File: config.mk
export PLATFORM = sky130hd
export DESIGN_NAME = cp0_top
export DESIGN_NICKNAME = d
export VERILOG_FILES = /design/src/logic/cp0_pkg.sv /design/src/logic/cp0_exception.sv /design/src/logic/cp0_regs.sv /design/src/logic/cp0_timer.sv /design/src/logic/cp0_top.sv
export VERILOG_INCLUDE_DIRS = /design/src /design/src/logic
export SDC_FILE = /design/constraint.sdc
export NUM_CORES = 1
export LEC_CHECK = 0
export BUFFER_PORTS_ARGS = -buffer_cell sky130_fd_sc_hd__clkbuf_2
export CAP_MARGIN = 0
export CORE_UTILIZATION = 50
export DETAILED_ROUTE_END_ITERATION = 10
export PLACE_DENSITY = 0.76
export REMOVE_ABC_BUFFERS = 1
export SETUP_SLACK_MARGIN = 0.3
export SYNTH_ARGS = -nofsm -noshare
export SYNTH_HDL_FRONTEND = slang
export SYNTH_SLANG_ARGS = --single-unit
export TNS_END_PERCENT = 1
File: constraint.sdc
create_clock -name clk -period 4.8 [get_ports clk]
set_clock_uncertainty 0.2 [all_clocks]
set_input_delay 0.24 -clock clk [delete_from_list [all_inputs] [get_ports clk]]
set_output_delay 0.24 -clock clk [all_outputs]
set_load 0.02 [all_outputs]
File: src/logic/cp0_settings.svh
`ifndef CP0_SETTINGS_SVH
`define CP0_SETTINGS_SVH

// register and bus widths
`define CP0_DATA_W 32
`define CP0_INT_W 6

// CU0 set and EXL clear after reset
`define CP0_STATUS_RESET 32'h1000_0000

// fixed identification registers
`define CP0_PRID_VALUE 32'h0000_4220
`define CP0_CONFIG0_VALUE 32'h8000_0083   // M bit, MT=1, K0=3

// EPC points back at the branch for a delay-slot exception
`define CP0_EPC_BD_OFFSET 32'd4

// Status and Cause field positions
`define CP0_STATUS_EXL 1
`define CP0_CAUSE_BD 31

`endif

File: src/logic/cp0_pkg.sv
`default_nettype none

`include "cp0_settings.svh"

package cp0_pkg;

    typedef enum logic [4:0] {
        CP0_BADVADDR = 5'd8,
        CP0_COUNT    = 5'd9,
        CP0_COMPARE  = 5'd11,
        CP0_STATUS   = 5'd12,
        CP0_CAUSE    = 5'd13,
        CP0_EPC      = 5'd14,
        CP0_PRID     = 5'd15,
        CP0_CONFIG   = 5'd16
    } cp0_addr_e;

    // exception kind as delivered by the pipeline
    typedef enum logic [4:0] {
        EXC_NONE    = 5'd0,
        EXC_INT     = 5'd1,
        EXC_ADEL    = 5'd4,
        EXC_ADES    = 5'd5,
        EXC_SYSCALL = 5'd8,
        EXC_BREAK   = 5'd9,
        EXC_RI      = 5'd10,
        EXC_OV      = 5'd12,
        EXC_TRAP    = 5'd13,
        EXC_ERET    = 5'd14
    } exc_type_e;

    // ExcCode field of Cause
    typedef enum logic [4:0] {
        CODE_INT  = 5'd0,
        CODE_ADEL = 5'd4,
        CODE_ADES = 5'd5,
        CODE_SYS  = 5'd8,
        CODE_BP   = 5'd9,
        CODE_RI   = 5'd10,
        CODE_OV   = 5'd12,
        CODE_TR   = 5'd13
    } exc_code_e;

    typedef struct packed {
        logic                    we;
        cp0_addr_e               addr;
        logic [2:0]              sel;
        logic [`CP0_DATA_W-1:0]  data;
    } cp0_write_t;

    typedef struct packed {
        exc_type_e               kind;
        logic [`CP0_DATA_W-1:0]  pc;
        logic [`CP0_DATA_W-1:0]  bad_vaddr;
        logic                    in_delay_slot;
    } cp0_except_t;

    typedef struct packed {
        logic                    enter;   // set EXL, write ExcCode
        logic                    leave;   // eret
        logic                    load_epc;
        logic [`CP0_DATA_W-1:0]  epc;
        logic                    bd;
        exc_code_e               code;
        logic                    load_badvaddr;
        logic [`CP0_DATA_W-1:0]  badvaddr;
    } exc_update_t;

endpackage

`default_nettype wire

File: src/logic/cp0_exception.sv
`timescale 1ns/1ns
`default_nettype none

`include "cp0_settings.svh"

module cp0_exception (
    input  cp0_pkg::cp0_except_t  exc_i,
    input  wire                   exl_i,
    output cp0_pkg::exc_update_t  update_o
);

    logic                    is_int;
    logic                    is_addr_err;
    logic [`CP0_DATA_W-1:0]  victim_pc;

    assign is_int      = (exc_i.kind == cp0_pkg::EXC_INT);
    assign is_addr_err = (exc_i.kind == cp0_pkg::EXC_ADEL) ||
                         (exc_i.kind == cp0_pkg::EXC_ADES);

    // restart address is the branch when in a delay slot
    assign victim_pc = exc_i.in_delay_slot ? exc_i.pc - `CP0_EPC_BD_OFFSET : exc_i.pc;

    always_comb begin
        update_o          = '0;
        update_o.epc      = victim_pc;
        update_o.bd       = exc_i.in_delay_slot;
        update_o.badvaddr = exc_i.bad_vaddr;

        case (exc_i.kind)
            cp0_pkg::EXC_INT: begin
                update_o.enter = 1'b1;
                update_o.code  = cp0_pkg::CODE_INT;
            end
            cp0_pkg::EXC_ADEL: begin
                update_o.enter = 1'b1;
                update_o.code  = cp0_pkg::CODE_ADEL;
            end
            cp0_pkg::EXC_ADES: begin
                update_o.enter = 1'b1;
                update_o.code  = cp0_pkg::CODE_ADES;
            end
            cp0_pkg::EXC_SYSCALL: begin
                update_o.enter = 1'b1;
                update_o.code  = cp0_pkg::CODE_SYS;
            end
            cp0_pkg::EXC_BREAK: begin
                update_o.enter = 1'b1;
                update_o.code  = cp0_pkg::CODE_BP;
            end
            cp0_pkg::EXC_RI: begin
                update_o.enter = 1'b1;
                update_o.code  = cp0_pkg::CODE_RI;
            end
            cp0_pkg::EXC_OV: begin
                update_o.enter = 1'b1;
                update_o.code  = cp0_pkg::CODE_OV;
            end
            cp0_pkg::EXC_TRAP: begin
                update_o.enter = 1'b1;
                update_o.code  = cp0_pkg::CODE_TR;
            end
            cp0_pkg::EXC_ERET: begin
                update_o.leave = 1'b1;
            end
            default: begin
                update_o.enter = 1'b0;   // none or unknown
            end
        endcase

        // nested exceptions keep the first EPC but interrupts always reload it
        update_o.load_epc      = update_o.enter && (!exl_i || is_int);
        update_o.load_badvaddr = is_addr_err;
    end

endmodule

`default_nettype wire

File: src/logic/cp0_regs.sv
`timescale 1ns/1ns
`default_nettype none

`include "cp0_settings.svh"

module cp0_regs (
    input  wire                       clk,
    input  wire                       rst,
    input  wire                       hold_i,
    input  cp0_pkg::cp0_write_t       wr_i,
    input  cp0_pkg::exc_update_t      update_i,
    input  wire [`CP0_INT_W-1:0]      int_i,
    input  wire [`CP0_DATA_W-1:0]     count_i,
    input  wire [`CP0_DATA_W-1:0]     compare_i,
    input  cp0_pkg::cp0_addr_e        raddr_i,
    input  wire [2:0]                 rsel_i,
    output logic                      exl_o,
    output logic [`CP0_DATA_W-1:0]    status_o,
    output logic [`CP0_DATA_W-1:0]    cause_o,
    output logic [`CP0_DATA_W-1:0]    epc_o,
    output logic [`CP0_DATA_W-1:0]    data_o
);

    logic [`CP0_DATA_W-1:0] badvaddr_q;

    assign exl_o = status_o[`CP0_STATUS_EXL];

    always_ff @(posedge clk) begin
        if (rst) begin
            status_o   <= `CP0_STATUS_RESET;
            cause_o    <= '0;
            epc_o      <= '0;
            badvaddr_q <= '0;
        end else if (!hold_i) begin
            cause_o[15:10] <= int_i;   // hw interrupt pending bits

            if (wr_i.we) begin
                case (wr_i.addr)
                    cp0_pkg::CP0_STATUS:   status_o   <= wr_i.data;
                    cp0_pkg::CP0_EPC:      epc_o      <= wr_i.data;
                    cp0_pkg::CP0_BADVADDR: badvaddr_q <= wr_i.data;
                    cp0_pkg::CP0_CAUSE: begin   // IV, WP and the soft IP bits
                        cause_o[9:8]   <= wr_i.data[9:8];
                        cause_o[23:22] <= wr_i.data[23:22];
                    end
                    default: begin
                    end
                endcase
            end

            // exception update goes last so it overrides a same-edge write
            if (update_i.enter) begin
                status_o[`CP0_STATUS_EXL] <= 1'b1;
                cause_o[6:2]              <= update_i.code;
            end
            if (update_i.leave) begin
                status_o[`CP0_STATUS_EXL] <= 1'b0;
            end
            if (update_i.load_epc) begin
                epc_o                 <= update_i.epc;
                cause_o[`CP0_CAUSE_BD] <= update_i.bd;
            end
            if (update_i.load_badvaddr) begin
                badvaddr_q <= update_i.badvaddr;
            end
        end
    end

    // read port
    always_comb begin
        case (raddr_i)
            cp0_pkg::CP0_BADVADDR: data_o = badvaddr_q;
            cp0_pkg::CP0_COUNT:    data_o = count_i;
            cp0_pkg::CP0_COMPARE:  data_o = compare_i;
            cp0_pkg::CP0_STATUS:   data_o = status_o;
            cp0_pkg::CP0_CAUSE:    data_o = cause_o;
            cp0_pkg::CP0_EPC:      data_o = epc_o;
            cp0_pkg::CP0_PRID: begin
                data_o = (rsel_i == 3'd0) ? `CP0_PRID_VALUE : '0;
            end
            cp0_pkg::CP0_CONFIG: begin
                data_o = (rsel_i == 3'd0) ? `CP0_CONFIG0_VALUE : '0;
            end
            default:               data_o = '0;
        endcase
    end

endmodule

`default_nettype wire

File: src/logic/cp0_timer.sv
`timescale 1ns/1ns
`default_nettype none

`include "cp0_settings.svh"

module cp0_timer (
    input  wire                       clk,
    input  wire                       rst,
    input  wire                       hold_i,
    input  cp0_pkg::cp0_write_t       wr_i,
    output logic [`CP0_DATA_W-1:0]    count_o,
    output logic [`CP0_DATA_W-1:0]    compare_o,
    output logic                      timer_int_o
);

    logic tick;
    logic count_we;
    logic compare_we;
    logic match;

    assign count_we   = wr_i.we && (wr_i.addr == cp0_pkg::CP0_COUNT);
    assign compare_we = wr_i.we && (wr_i.addr == cp0_pkg::CP0_COMPARE);
    assign match      = (compare_o != '0) && (count_o == compare_o);

    // half-rate tick that keeps toggling through hold
    always_ff @(posedge clk) begin
        if (rst) begin
            tick <= 1'b0;
        end else begin
            tick <= ~tick;
        end
    end

    always_ff @(posedge clk) begin
        if (rst) begin
            count_o     <= '0;
            compare_o   <= '0;
            timer_int_o <= 1'b0;
        end else if (!hold_i) begin
            if (count_we) begin
                count_o <= wr_i.data;      // software write beats the tick
            end else if (tick) begin
                count_o <= count_o + 1'b1;
            end

            if (compare_we) begin
                compare_o   <= wr_i.data;
                timer_int_o <= 1'b0;       // ack of the timer interrupt
            end else if (match) begin
                timer_int_o <= 1'b1;       // sticky
            end
        end
    end

endmodule

`default_nettype wire

File: src/logic/cp0_top.sv
`timescale 1ns/1ns
`default_nettype none

`include "cp0_settings.svh"

module cp0_top (
    input  wire                       clk,
    input  wire                       rst,
    input  wire                       hold_i,
    input  cp0_pkg::cp0_write_t       wr_i,
    input  cp0_pkg::cp0_except_t      exc_i,
    input  wire [`CP0_INT_W-1:0]      int_i,
    input  cp0_pkg::cp0_addr_e        raddr_i,
    input  wire [2:0]                 rsel_i,
    output logic [`CP0_DATA_W-1:0]    data_o,
    output logic [`CP0_DATA_W-1:0]    status_o,
    output logic [`CP0_DATA_W-1:0]    cause_o,
    output logic [`CP0_DATA_W-1:0]    epc_o,
    output logic                      timer_int_o
);

    logic                   exl;
    logic [`CP0_DATA_W-1:0] count;
    logic [`CP0_DATA_W-1:0] compare;
    cp0_pkg::exc_update_t   update;

    cp0_timer u_timer (
        .clk         (clk),
        .rst         (rst),
        .hold_i      (hold_i),
        .wr_i        (wr_i),
        .count_o     (count),
        .compare_o   (compare),
        .timer_int_o (timer_int_o)
    );

    cp0_exception u_exception (
        .exc_i    (exc_i),
        .exl_i    (exl),
        .update_o (update)
    );

    cp0_regs u_regs (
        .clk       (clk),
        .rst       (rst),
        .hold_i    (hold_i),
        .wr_i      (wr_i),
        .update_i  (update),
        .int_i     (int_i),
        .count_i   (count),
        .compare_i (compare),
        .raddr_i   (raddr_i),
        .rsel_i    (rsel_i),
        .exl_o     (exl),
        .status_o  (status_o),
        .cause_o   (cause_o),
        .epc_o     (epc_o),
        .data_o    (data_o)
    );

endmodule

`default_nettype wire

==> results of run 1 <==
[registers in the layout, summed over array words and instances, names as in the netlist]
register	flops
u_regs.badvaddr_q	32
u_regs.epc_o	32
u_regs.status_o	32
u_timer.compare_o	32
u_timer.count_o	32
u_regs.cause_o	15
u_timer.tick	1
u_timer.timer_int_o	1
[layout by cell type (no fill, tap or decap), drive strengths merged, types with 3 or more instances in the layout]
cell         instances
nand4               35
nor2                86
and4                 8
nand2b               5
o22ai                3
nand3b               3
o31ai                7
clkbuf             257
xnor2               58
a221oi               5
bufinv               3
o21ai               46
a222oi              14
or3                  7
nand3               48
a21o                 5
o32ai                3
dfxtp              177
and3                13
conb                17
mux2                 4
a211oi              38
dlygate4sd3         85
nand4b               3
nand2              218
nor3b                5
nor3                26
a311oi               4
clkinv               6
o221ai               7
nor2b                4
inv                  5
a31oi                6
mux2i               57
nor4                29
nor4b                3
buf                 19
a22oi               75
a21oi               95
[worst max path at each step]
stage | end | slack, ps | depth (start not counted)
2_1_floorplan | u_regs.badvaddr_q[0] | -2260 | 5
3_3_place_gp | u_regs.epc_o[5] | 1980 | 6
3_5_place_dp | u_regs.epc_o[5] | 1930 | 6
4_1_cts | u_regs.epc_o[30] | 1710 | 8
5_1_grt | u_regs.epc_o[30] | 1460 | 8
6_report | u_regs.epc_o[30] | 1650 | 8
[layout make-up]
class / count / area (um2) / area share (%)
Inverter: 5 / 18.8 / 0.148
Tap cell: 265 / 332 / 2.62
Clock inverter: 9 / 131 / 1.04
Sequential cell: 177 / 3540 / 28.0
Multi-Input combinational cell: 969 / 5970 / 47.3
Timing Repair Buffer: 339 / 2170 / 17.2
Clock buffer: 22 / 474 / 3.75
[report_power, final]
part	internal [mW]	switching, mW
combinational	0.177	0.281
clock	0.858	0.601
sequential	1.50	0.0393
total	2.54	0.921
[cells by family (layout without fill, tap and decap cells)]
kind of cell             after synthesis  count (layout)  share of synthesized area [%]
adder cells (fa/ha/maj)                2               2                          0.249
XOR/XNOR                              59              59                           5.13
AND/OR/NAND/NOR                      500             500                           24.6
multiplexers                          61              61                           6.11
flip-flops                           177             177                           35.2
AO/OA/AOI/OAI                        330             330                           22.2
buffers and inverters                131             375                           6.39
other                                  1              17                         0.0372
[per-stage QoR]
stage          hold WS [ps]  cells  cell area, um2  worst slack [ps]  setup TNS, ps
2_1_floorplan           106   1151            9500             -2260         -72280
3_3_place_gp            249   1670           11200              1980              0
3_5_place_dp            249   1670           11200              1930              0
4_1_cts                4.39   1786           12600              1710              0
5_1_grt                6.98   1786           12600              1460              0
6_report               9.50   1786           12600              1650              0
[what timing repair did]
item,4_1_cts,5_1_grt
hold endpoints to repair,126,0
setup buffers,0,0
hold buffers,85,0
[critical path, cell delays in order]
cell and delay (ps):
dlygate4sd3_1 520, clkbuf_2 200, nor4b_2 780, nand4_1 410, nor3_1 290, xnor2_1 180, o21ai_1 80, dlygate4sd3_1 580
[routing by layer]
layer  vias up  global-route usage [%]  routed length [um]
met3       127                    9.80                4560
li1       5103                       -                   -
met1      5377                    49.9               15200
met5         -                       0                   0
met4         0                    18.8                1550
met2       813                    60.2               18000
==> reports/results.ini, run 1 <==
[sta]
hold_violations=0
post-route-period-util_pct=65.6
drv_slew=0
relSlewSlack_pct=17.8
setup_viol=0
fmax_ghz=0.318
grt_setup_unrepaired=false
min_period_ps=3150
worst_pin_slew_ps=1230

[routing]
routed_via_density=6.39
dr_total_vias=11420
final_antenna_net_count=0
wl_per_cell_um=22.0
first_pass_iters=6
drt_first_iter_violations=1620
drc_errors=0
wl_um=39300

[floorplan]
die_h_um=144
dieArea_um2=20700
core_um2=19600
io_pins=257
die_x_um=144
initial_utilization_pct=51.4
rows=51

[critical_path]
path_max_fanout=11
cp-start-kind=input pin
r2r_start=u_regs.status_o[1]
end_kind=register
cp.arrival_ps=3280
r2r_cells=5
r2r_setup_slack_ps=1920
cp.required_ps=4930
r2r_end=u_regs.epc_o[5]
setup.worst_path.class=in2reg
critPathLaunch=exc_i[0]

[run]
maxCapViolCount=0

[hold_path]
hold_class=in2reg
min_path_cells=3
min_to=u_regs.badvaddr_q[22]
hold_path_startpoint=exc_i[23]

[grt]
grt_pass1_vias=10654
grt_overflow_total=0
grt_use_total_pct=38.8
grt_first_pass_wirelength_um=60100
grt_max_degree=89
antenna_found_initial=0

[place]
gp_congestion=0.953
io_buffers=236
dp_hpwl_um=27000

[logic_synthesis]
synth.most_common_cell=nand2_1
yosys.area.top_type_share_pct=35.2
synth_area_leader_cell=dfxtp_1
syn_avg_cell_area_um2=7.98
yosysSeqAreaShare_pct=35.2
synth_edf_count=0
synth_cell_types=81
ys.flop_type=dfxtp_1
synth_area_leaders=dfxtp_1, nand2_1, mux2i_1, a22oi_1, xnor2_1
synth_seq_cells=177
synthesis.yosys.warnings=0
synthTopCellsByCount=nand2_1, dfxtp_1, a21oi_1
synthArstFlopShare_pct=0
synth_area_um2=10100
syn_inst=1261

[cts]
clk_pin_slew_worst_paths_ps=60
cts_tree=yes
insertion_delay_ps=450
htree_levels=4
cts_root_buffer=clkbuf_16
clockBufferDepth=2
cts_resized=0
clkSinkCount=177
cts_inserted_buffers=17

[run_status]
status=finished, final reports clean

[finish]
final_core_util_pct=64.5
fillers=1684
nNetsFinal=1639
drive_gt1_share_pct=21.1
antenna-diode-count=0
areaGrowthSynthToFinish_pct=25.6

[power]
leakagePower_nw=4.73
finalPower_mw=3.46
p_per_area_nw_per_um2=273
vdd_drop_max_uv=288

No activity file was read; power rests on OpenSTA's default activity.
==> run 2: changes to the inputs <==
clock period = 3 ns   (was 4.8 ns; I/O delays follow)
==> run 2 against run 1 <==
First-iteration DRC count up 18%. Critical path depth rose by 1. Non-clock buffer count grew 63. Highest routed layer unchanged.
==> reports/results.ini, run 2 (synthesized netlist as in run 1, its figures left out) <==
[sta]
min_period_ps=2710
setup_tns_ps=0
hold_ws_ps=11.8
post-route-period-util_pct=90.3
worst_pin_slew_ps=732
drv_slew=0
fmax_ghz=0.369
relSlewSlack_pct=51.2
grt_setup_unrepaired=true
hold_violations=0
setup_viol=0

[routing]
dr_total_vias=11838
final_antenna_net_count=0
routed_via_density=6.40
dr_wl_met3_um=5090
wl_met1_um=15900
first_pass_iters=10
wl_met2_um=18900
route.top_layer_used=met4
drt_first_iter_violations=1904
drc_errors=0
wl_per_cell_um=22.7
wl_um=41900

[finish]
fillers=1614
antenna-diode-count=0
finalInstanceArea_um2=13200
seq_area_um2=3540
drive_gt1_share_pct=22.5
nNetsFinal=1702
final_cell_mix=clkbuf_2, nand2_1, dfxtp_1
multi_input_area_um2=5980
final_core_util_pct=67.4
areaGrowthSynthToFinish_pct=31.1
layout.cells.most_common=clkbuf_2

[floorplan]
rows=51
core_um2=19600
die_h_um=144
die_x_um=144
initial_utilization_pct=51.4
dieArea_um2=20700
io_pins=257

[grt]
grt_pass1_vias=11012
grt_overflow_total=0
grt_first_pass_wirelength_um=62000
grt_max_degree=144
grt_use_total_pct=40.0
antenna_found_initial=0

[power]
vdd_drop_max_uv=330
leakagePower_nw=5.01
p_per_area_nw_per_um2=412
finalPower_mw=5.44

[cts]
cts_tree=yes
clk_pin_slew_worst_paths_ps=70
clockBufferDepth=2
htree_levels=4
cts_inserted_buffers=17
insertion_delay_ps=430
cts_root_buffer=clkbuf_16
clkSinkCount=177

[critical_path]
path_max_fanout=16
cp-start-kind=input pin
end_kind=register
cp.arrival_ps=2880
cp.required_ps=3170
setup.worst_path.class=in2reg

[place]
dp_hpwl_um=27400
io_buffers=236
place_area_um2=11400
gp_congestion=0.992

[run]
maxCapViolCount=0

[hold_path]
hold_class=in2reg

[run_status]
status=finished, final reports clean

## run 2: path summary, 6_finish.rpt
kind | start | to | slack (ps) | cells after the start
hold reg to reg | u_timer.timer_int_o | u_timer.timer_int_o | 270 | 2
hold / removal | exc_i[69] | u_regs.cause_o[4] | 10 | 4
setup / recovery | exc_i[67] | u_regs.epc_o[22] | 290 | 9
setup reg to reg | u_regs.status_o[1] | u_regs.epc_o[22] | 330 | 7
## run 2: routing by layer
metal  vias to the layer above  global-route usage (%)
li1                       5213                       -
met1                      5510                    51.4
met2                       937                    63.0
met3                       178                    9.80
met4                         0                    18.1
met5                         -                       0
## run 2: final cells by class
class                      count  share of cell area, %
timing repair buffer         402                   21.0
sequential                   177                   26.8
inverter                       5                  0.142
tap                          265                   2.51
clock buffer                  20                   3.38
multi-input combinational    969                   45.3
clock inverter                12                  0.844
## run 2: repair_timing
action / 4_1_cts / 5_1_grt
endpoints found under the setup margin: 0 / 20
hold buffers: 116 / 0
resized for setup: 0 / 3
buffers inserted: 0 / 13
hold endpoints to repair: 159 / 0
## run 2: report_power, final
group          total, mW  internal (mW)  switching, mW
Combinational      0.808          0.332          0.477
Sequential          2.47           2.40         0.0638
Clock               2.17           1.17          0.996
Total               5.44           3.90           1.54
## run 2: critical path: stages
cell and delay, ps:
dlygate4sd3_1 530, clkbuf_2 190, o21ba_2 260, a21o_1 240
a221oi_2 370, buf_4 340, a22oi_1 130, o21ai_1 80
dlygate4sd3_1 570
## run 2: through the flow
step / setup slack [ps] / instances
2_1_floorplan: -3970 / 1151
3_3_place_gp: 402 / 1690
3_5_place_dp: 343 / 1690
4_1_cts: 325 / 1838
5_1_grt: 276 / 1850
6_report: 292 / 1850
==> run 3: changes to the inputs <==
CTS_CLUSTER_DIAMETER = 200   (was default)
SYNTH_HIERARCHICAL = 1   (was default)
==> run 3 against run 2 <==
Critical path type unchanged. Routed wire length fell by 12%. Sequential power barely moved. Via count fell by 1.3%. Global-route usage fell by 6.7 points. Power fell by 0.51%. Clock power rose by 2%. Fmax rose by 2.3%. First-iteration DRC count fell by 37%. Highest routed layer unchanged. Combinational power fell by 10%. Synthesized cell count rose by 8.5%. Design area rose by 1.1%.
==> reports/results.ini, run 3 <==
[routing]
drt_first_iter_violations=1199
wl_um=36800
final_antenna_net_count=0
wl_per_cell_um=18.9
dr_total_vias=11683
drc_errors=0
routed_via_density=5.99
first_pass_iters=6

[finish]
layout.cells.most_common=nor2_1
nNetsFinal=1797
finalInstanceArea_um2=13300
seq_area_um2=3560
drive_gt1_share_pct=20.3
fin_cells=1950
areaGrowthSynthToFinish_pct=29.1
final_cell_mix=nor2_1, clkbuf_2, dfxtp_1
fillers=1692
antenna-diode-count=0
multi_input_area_um2=5950

[floorplan]
core_um2=20200
io_pins=257
dieArea_um2=21300
die_x_um=146
initial_utilization_pct=51.1
rows=52
die_h_um=146

[power]
leakagePower_nw=5.79
p_per_area_nw_per_um2=405
vdd_drop_max_uv=407

[critical_path]
setup.worst_path.class=in2reg
cp.arrival_ps=2830
cp-start-kind=input pin
cp.required_ps=3180
path_max_fanout=17
end_kind=register

[logic_synthesis]
yosys.area.top_type_share_pct=34.5
synth_compound_area_share_pct=15.9
synth-xor-area-share_pct=5.17
synthesis.yosys.warnings=6
synth_area_leaders=dfxtp_1, nor2_1, nand2_1, nor4_1, a22oi_1
muxShareOfSynthArea_pct=2.14
synth_top_family_by_area=simple AND/OR/NAND/NOR gates
synth.most_common_cell=nor2_1
synth-simple-area-share_pct=33.3
synth_area_leader_cell=dfxtp_1
ys.flop_type=dfxtp_1
synthArstFlopShare_pct=0
synth_area_um2=10300
synth-adder-area-share_pct=0.242
synth_seq_cells=178
synth_edf_count=0
syn_inst=1368
syn_avg_cell_area_um2=7.56
synth_cell_types=88
synthTopCellsByCount=nor2_1, dfxtp_1, nand2_1
yosysSeqAreaShare_pct=34.5

[hold_path]
hold_class=in2reg

[sta]
drv_slew=0
grt_setup_unrepaired=true
min_period_ps=2650
setup_tns_ps=0
worst_pin_slew_ps=1140
hold_violations=0
post-route-period-util_pct=88.3
fmax_ghz=0.378
setup_viol=0
relSlewSlack_pct=23.8

[cts]
clkSinkCount=178
cts_root_buffer=clkbuf_16
insertion_delay_ps=440
clockBufferDepth=2
post-cts-setup-buffer-count=0
cts_inserted_buffers=17
cts_tree=yes
htree_levels=4
clk_pin_slew_worst_paths_ps=70

[place]
dp_hpwl_um=24000
gp_congestion=0.920
place_area_um2=11300
dp.cells=1777
io_buffers=237

[grt]
grt_first_pass_wirelength_um=56400
grt_overflow_total=0
grt_use_total_pct=33.3
grt_max_degree=85
grt_pass1_vias=10668
antenna_found_initial=0

[run_status]
status=finished, final reports clean

[run]
maxCapViolCount=0

==> run 3: cell types whose count changed in the layout (fill, tap and decap cells not counted), moves of 14 or more <==
cell	delta
nor2_1	+172
nor4_1	+73
xor2_1	+54
xnor2_1	-52
nand2_1	-42
mux2i_1	-36
a211oi_1	-28
dlygate4sd3_1	+26
o21ai_1	-23
buf_4	-15
a222oi_1	-14
nand4_1	-14
==> run 3: final cells by class <==
| class | instances | share of cell area (%) |
|---|---|---|
| Clock inverter | 12 | 0.909 |
| Multi-Input combinational cell | 1050 | 44.6 |
| Inverter | 8 | 0.225 |
| Clock buffer | 20 | 3.42 |
| Sequential cell | 178 | 26.7 |
| Tap cell | 270 | 2.53 |
| Timing Repair Buffer | 412 | 21.6 |
==> run 3: cells by family after synthesis <==
group                      count (synthesis)
and+or+nand+nor                          699
other                                      2
buffers and inverters                    155
xor gates and xnor gates                  61
AOI/OAI and AO/OA                        249
DFF                                      178
muxes                                     22
adders and majority gates                  2
==> run 3: metal layers <==
| layer | routed length, um | global-route usage [%] |
|---|---|---|
| met1 | 15000 | 41.9 |
| met4 | 1490 | 17.6 |
| met2 | 17100 | 54.3 |
| met3 | 3260 | 5.83 |
| met5 | 0 | 0 |
==> run 3: critical path, stage by stage <==
cell           delay, ps
dlygate4sd3_1        520
clkbuf_2             170
inv_1                100
nor4_1               310
nand2b_1             120
a21bo_4              400
buf_12               200
nor2_1                50
nor4_1               190
dlygate4sd3_1        600
==> run 3: what timing repair did <==
action	4_1_cts	5_1_grt
resized for setup	0	2
endpoints found under the hold margin	169	0
setup endpoints to repair	0	28
hold buffers	141	0
==> run 3: report_power, final <==
part	switching [mW]	internal (mW)	total [mW]
combinational	0.423	0.304	0.727
sequential	0.0484	2.42	2.47
clock	1.02	1.21	2.22
total	1.49	3.93	5.41
==> run 3: final timing paths <==
kind | from | to | slack [ps] | depth (start not counted)
worst max-delay path | exc_i[67] | u_regs/badvaddr_q[27] | 350 | 10
worst min-delay path | exc_i[64] | u_regs/epc_o[31] | 7 | 4
worst max register to register | u_timer/count_o[0] | u_timer/count_o[30] | 560 | 6
worst min register to register | u_timer/tick | u_timer/tick | 260 | 1
==> run 3: per-stage QoR <==
step           worst slack [ps]  hold slack (ps)  util, %  total power, mW
2_1_floorplan               358             16.7        -             2.77
3_3_place_gp                658              178     56.1             3.08
3_5_place_dp                558              188     56.1             3.09
4_1_cts                     326           0.0558     65.9             5.40
5_1_grt                     251             27.3     66.0             5.56
6_report                    352             6.55     66.0             5.41
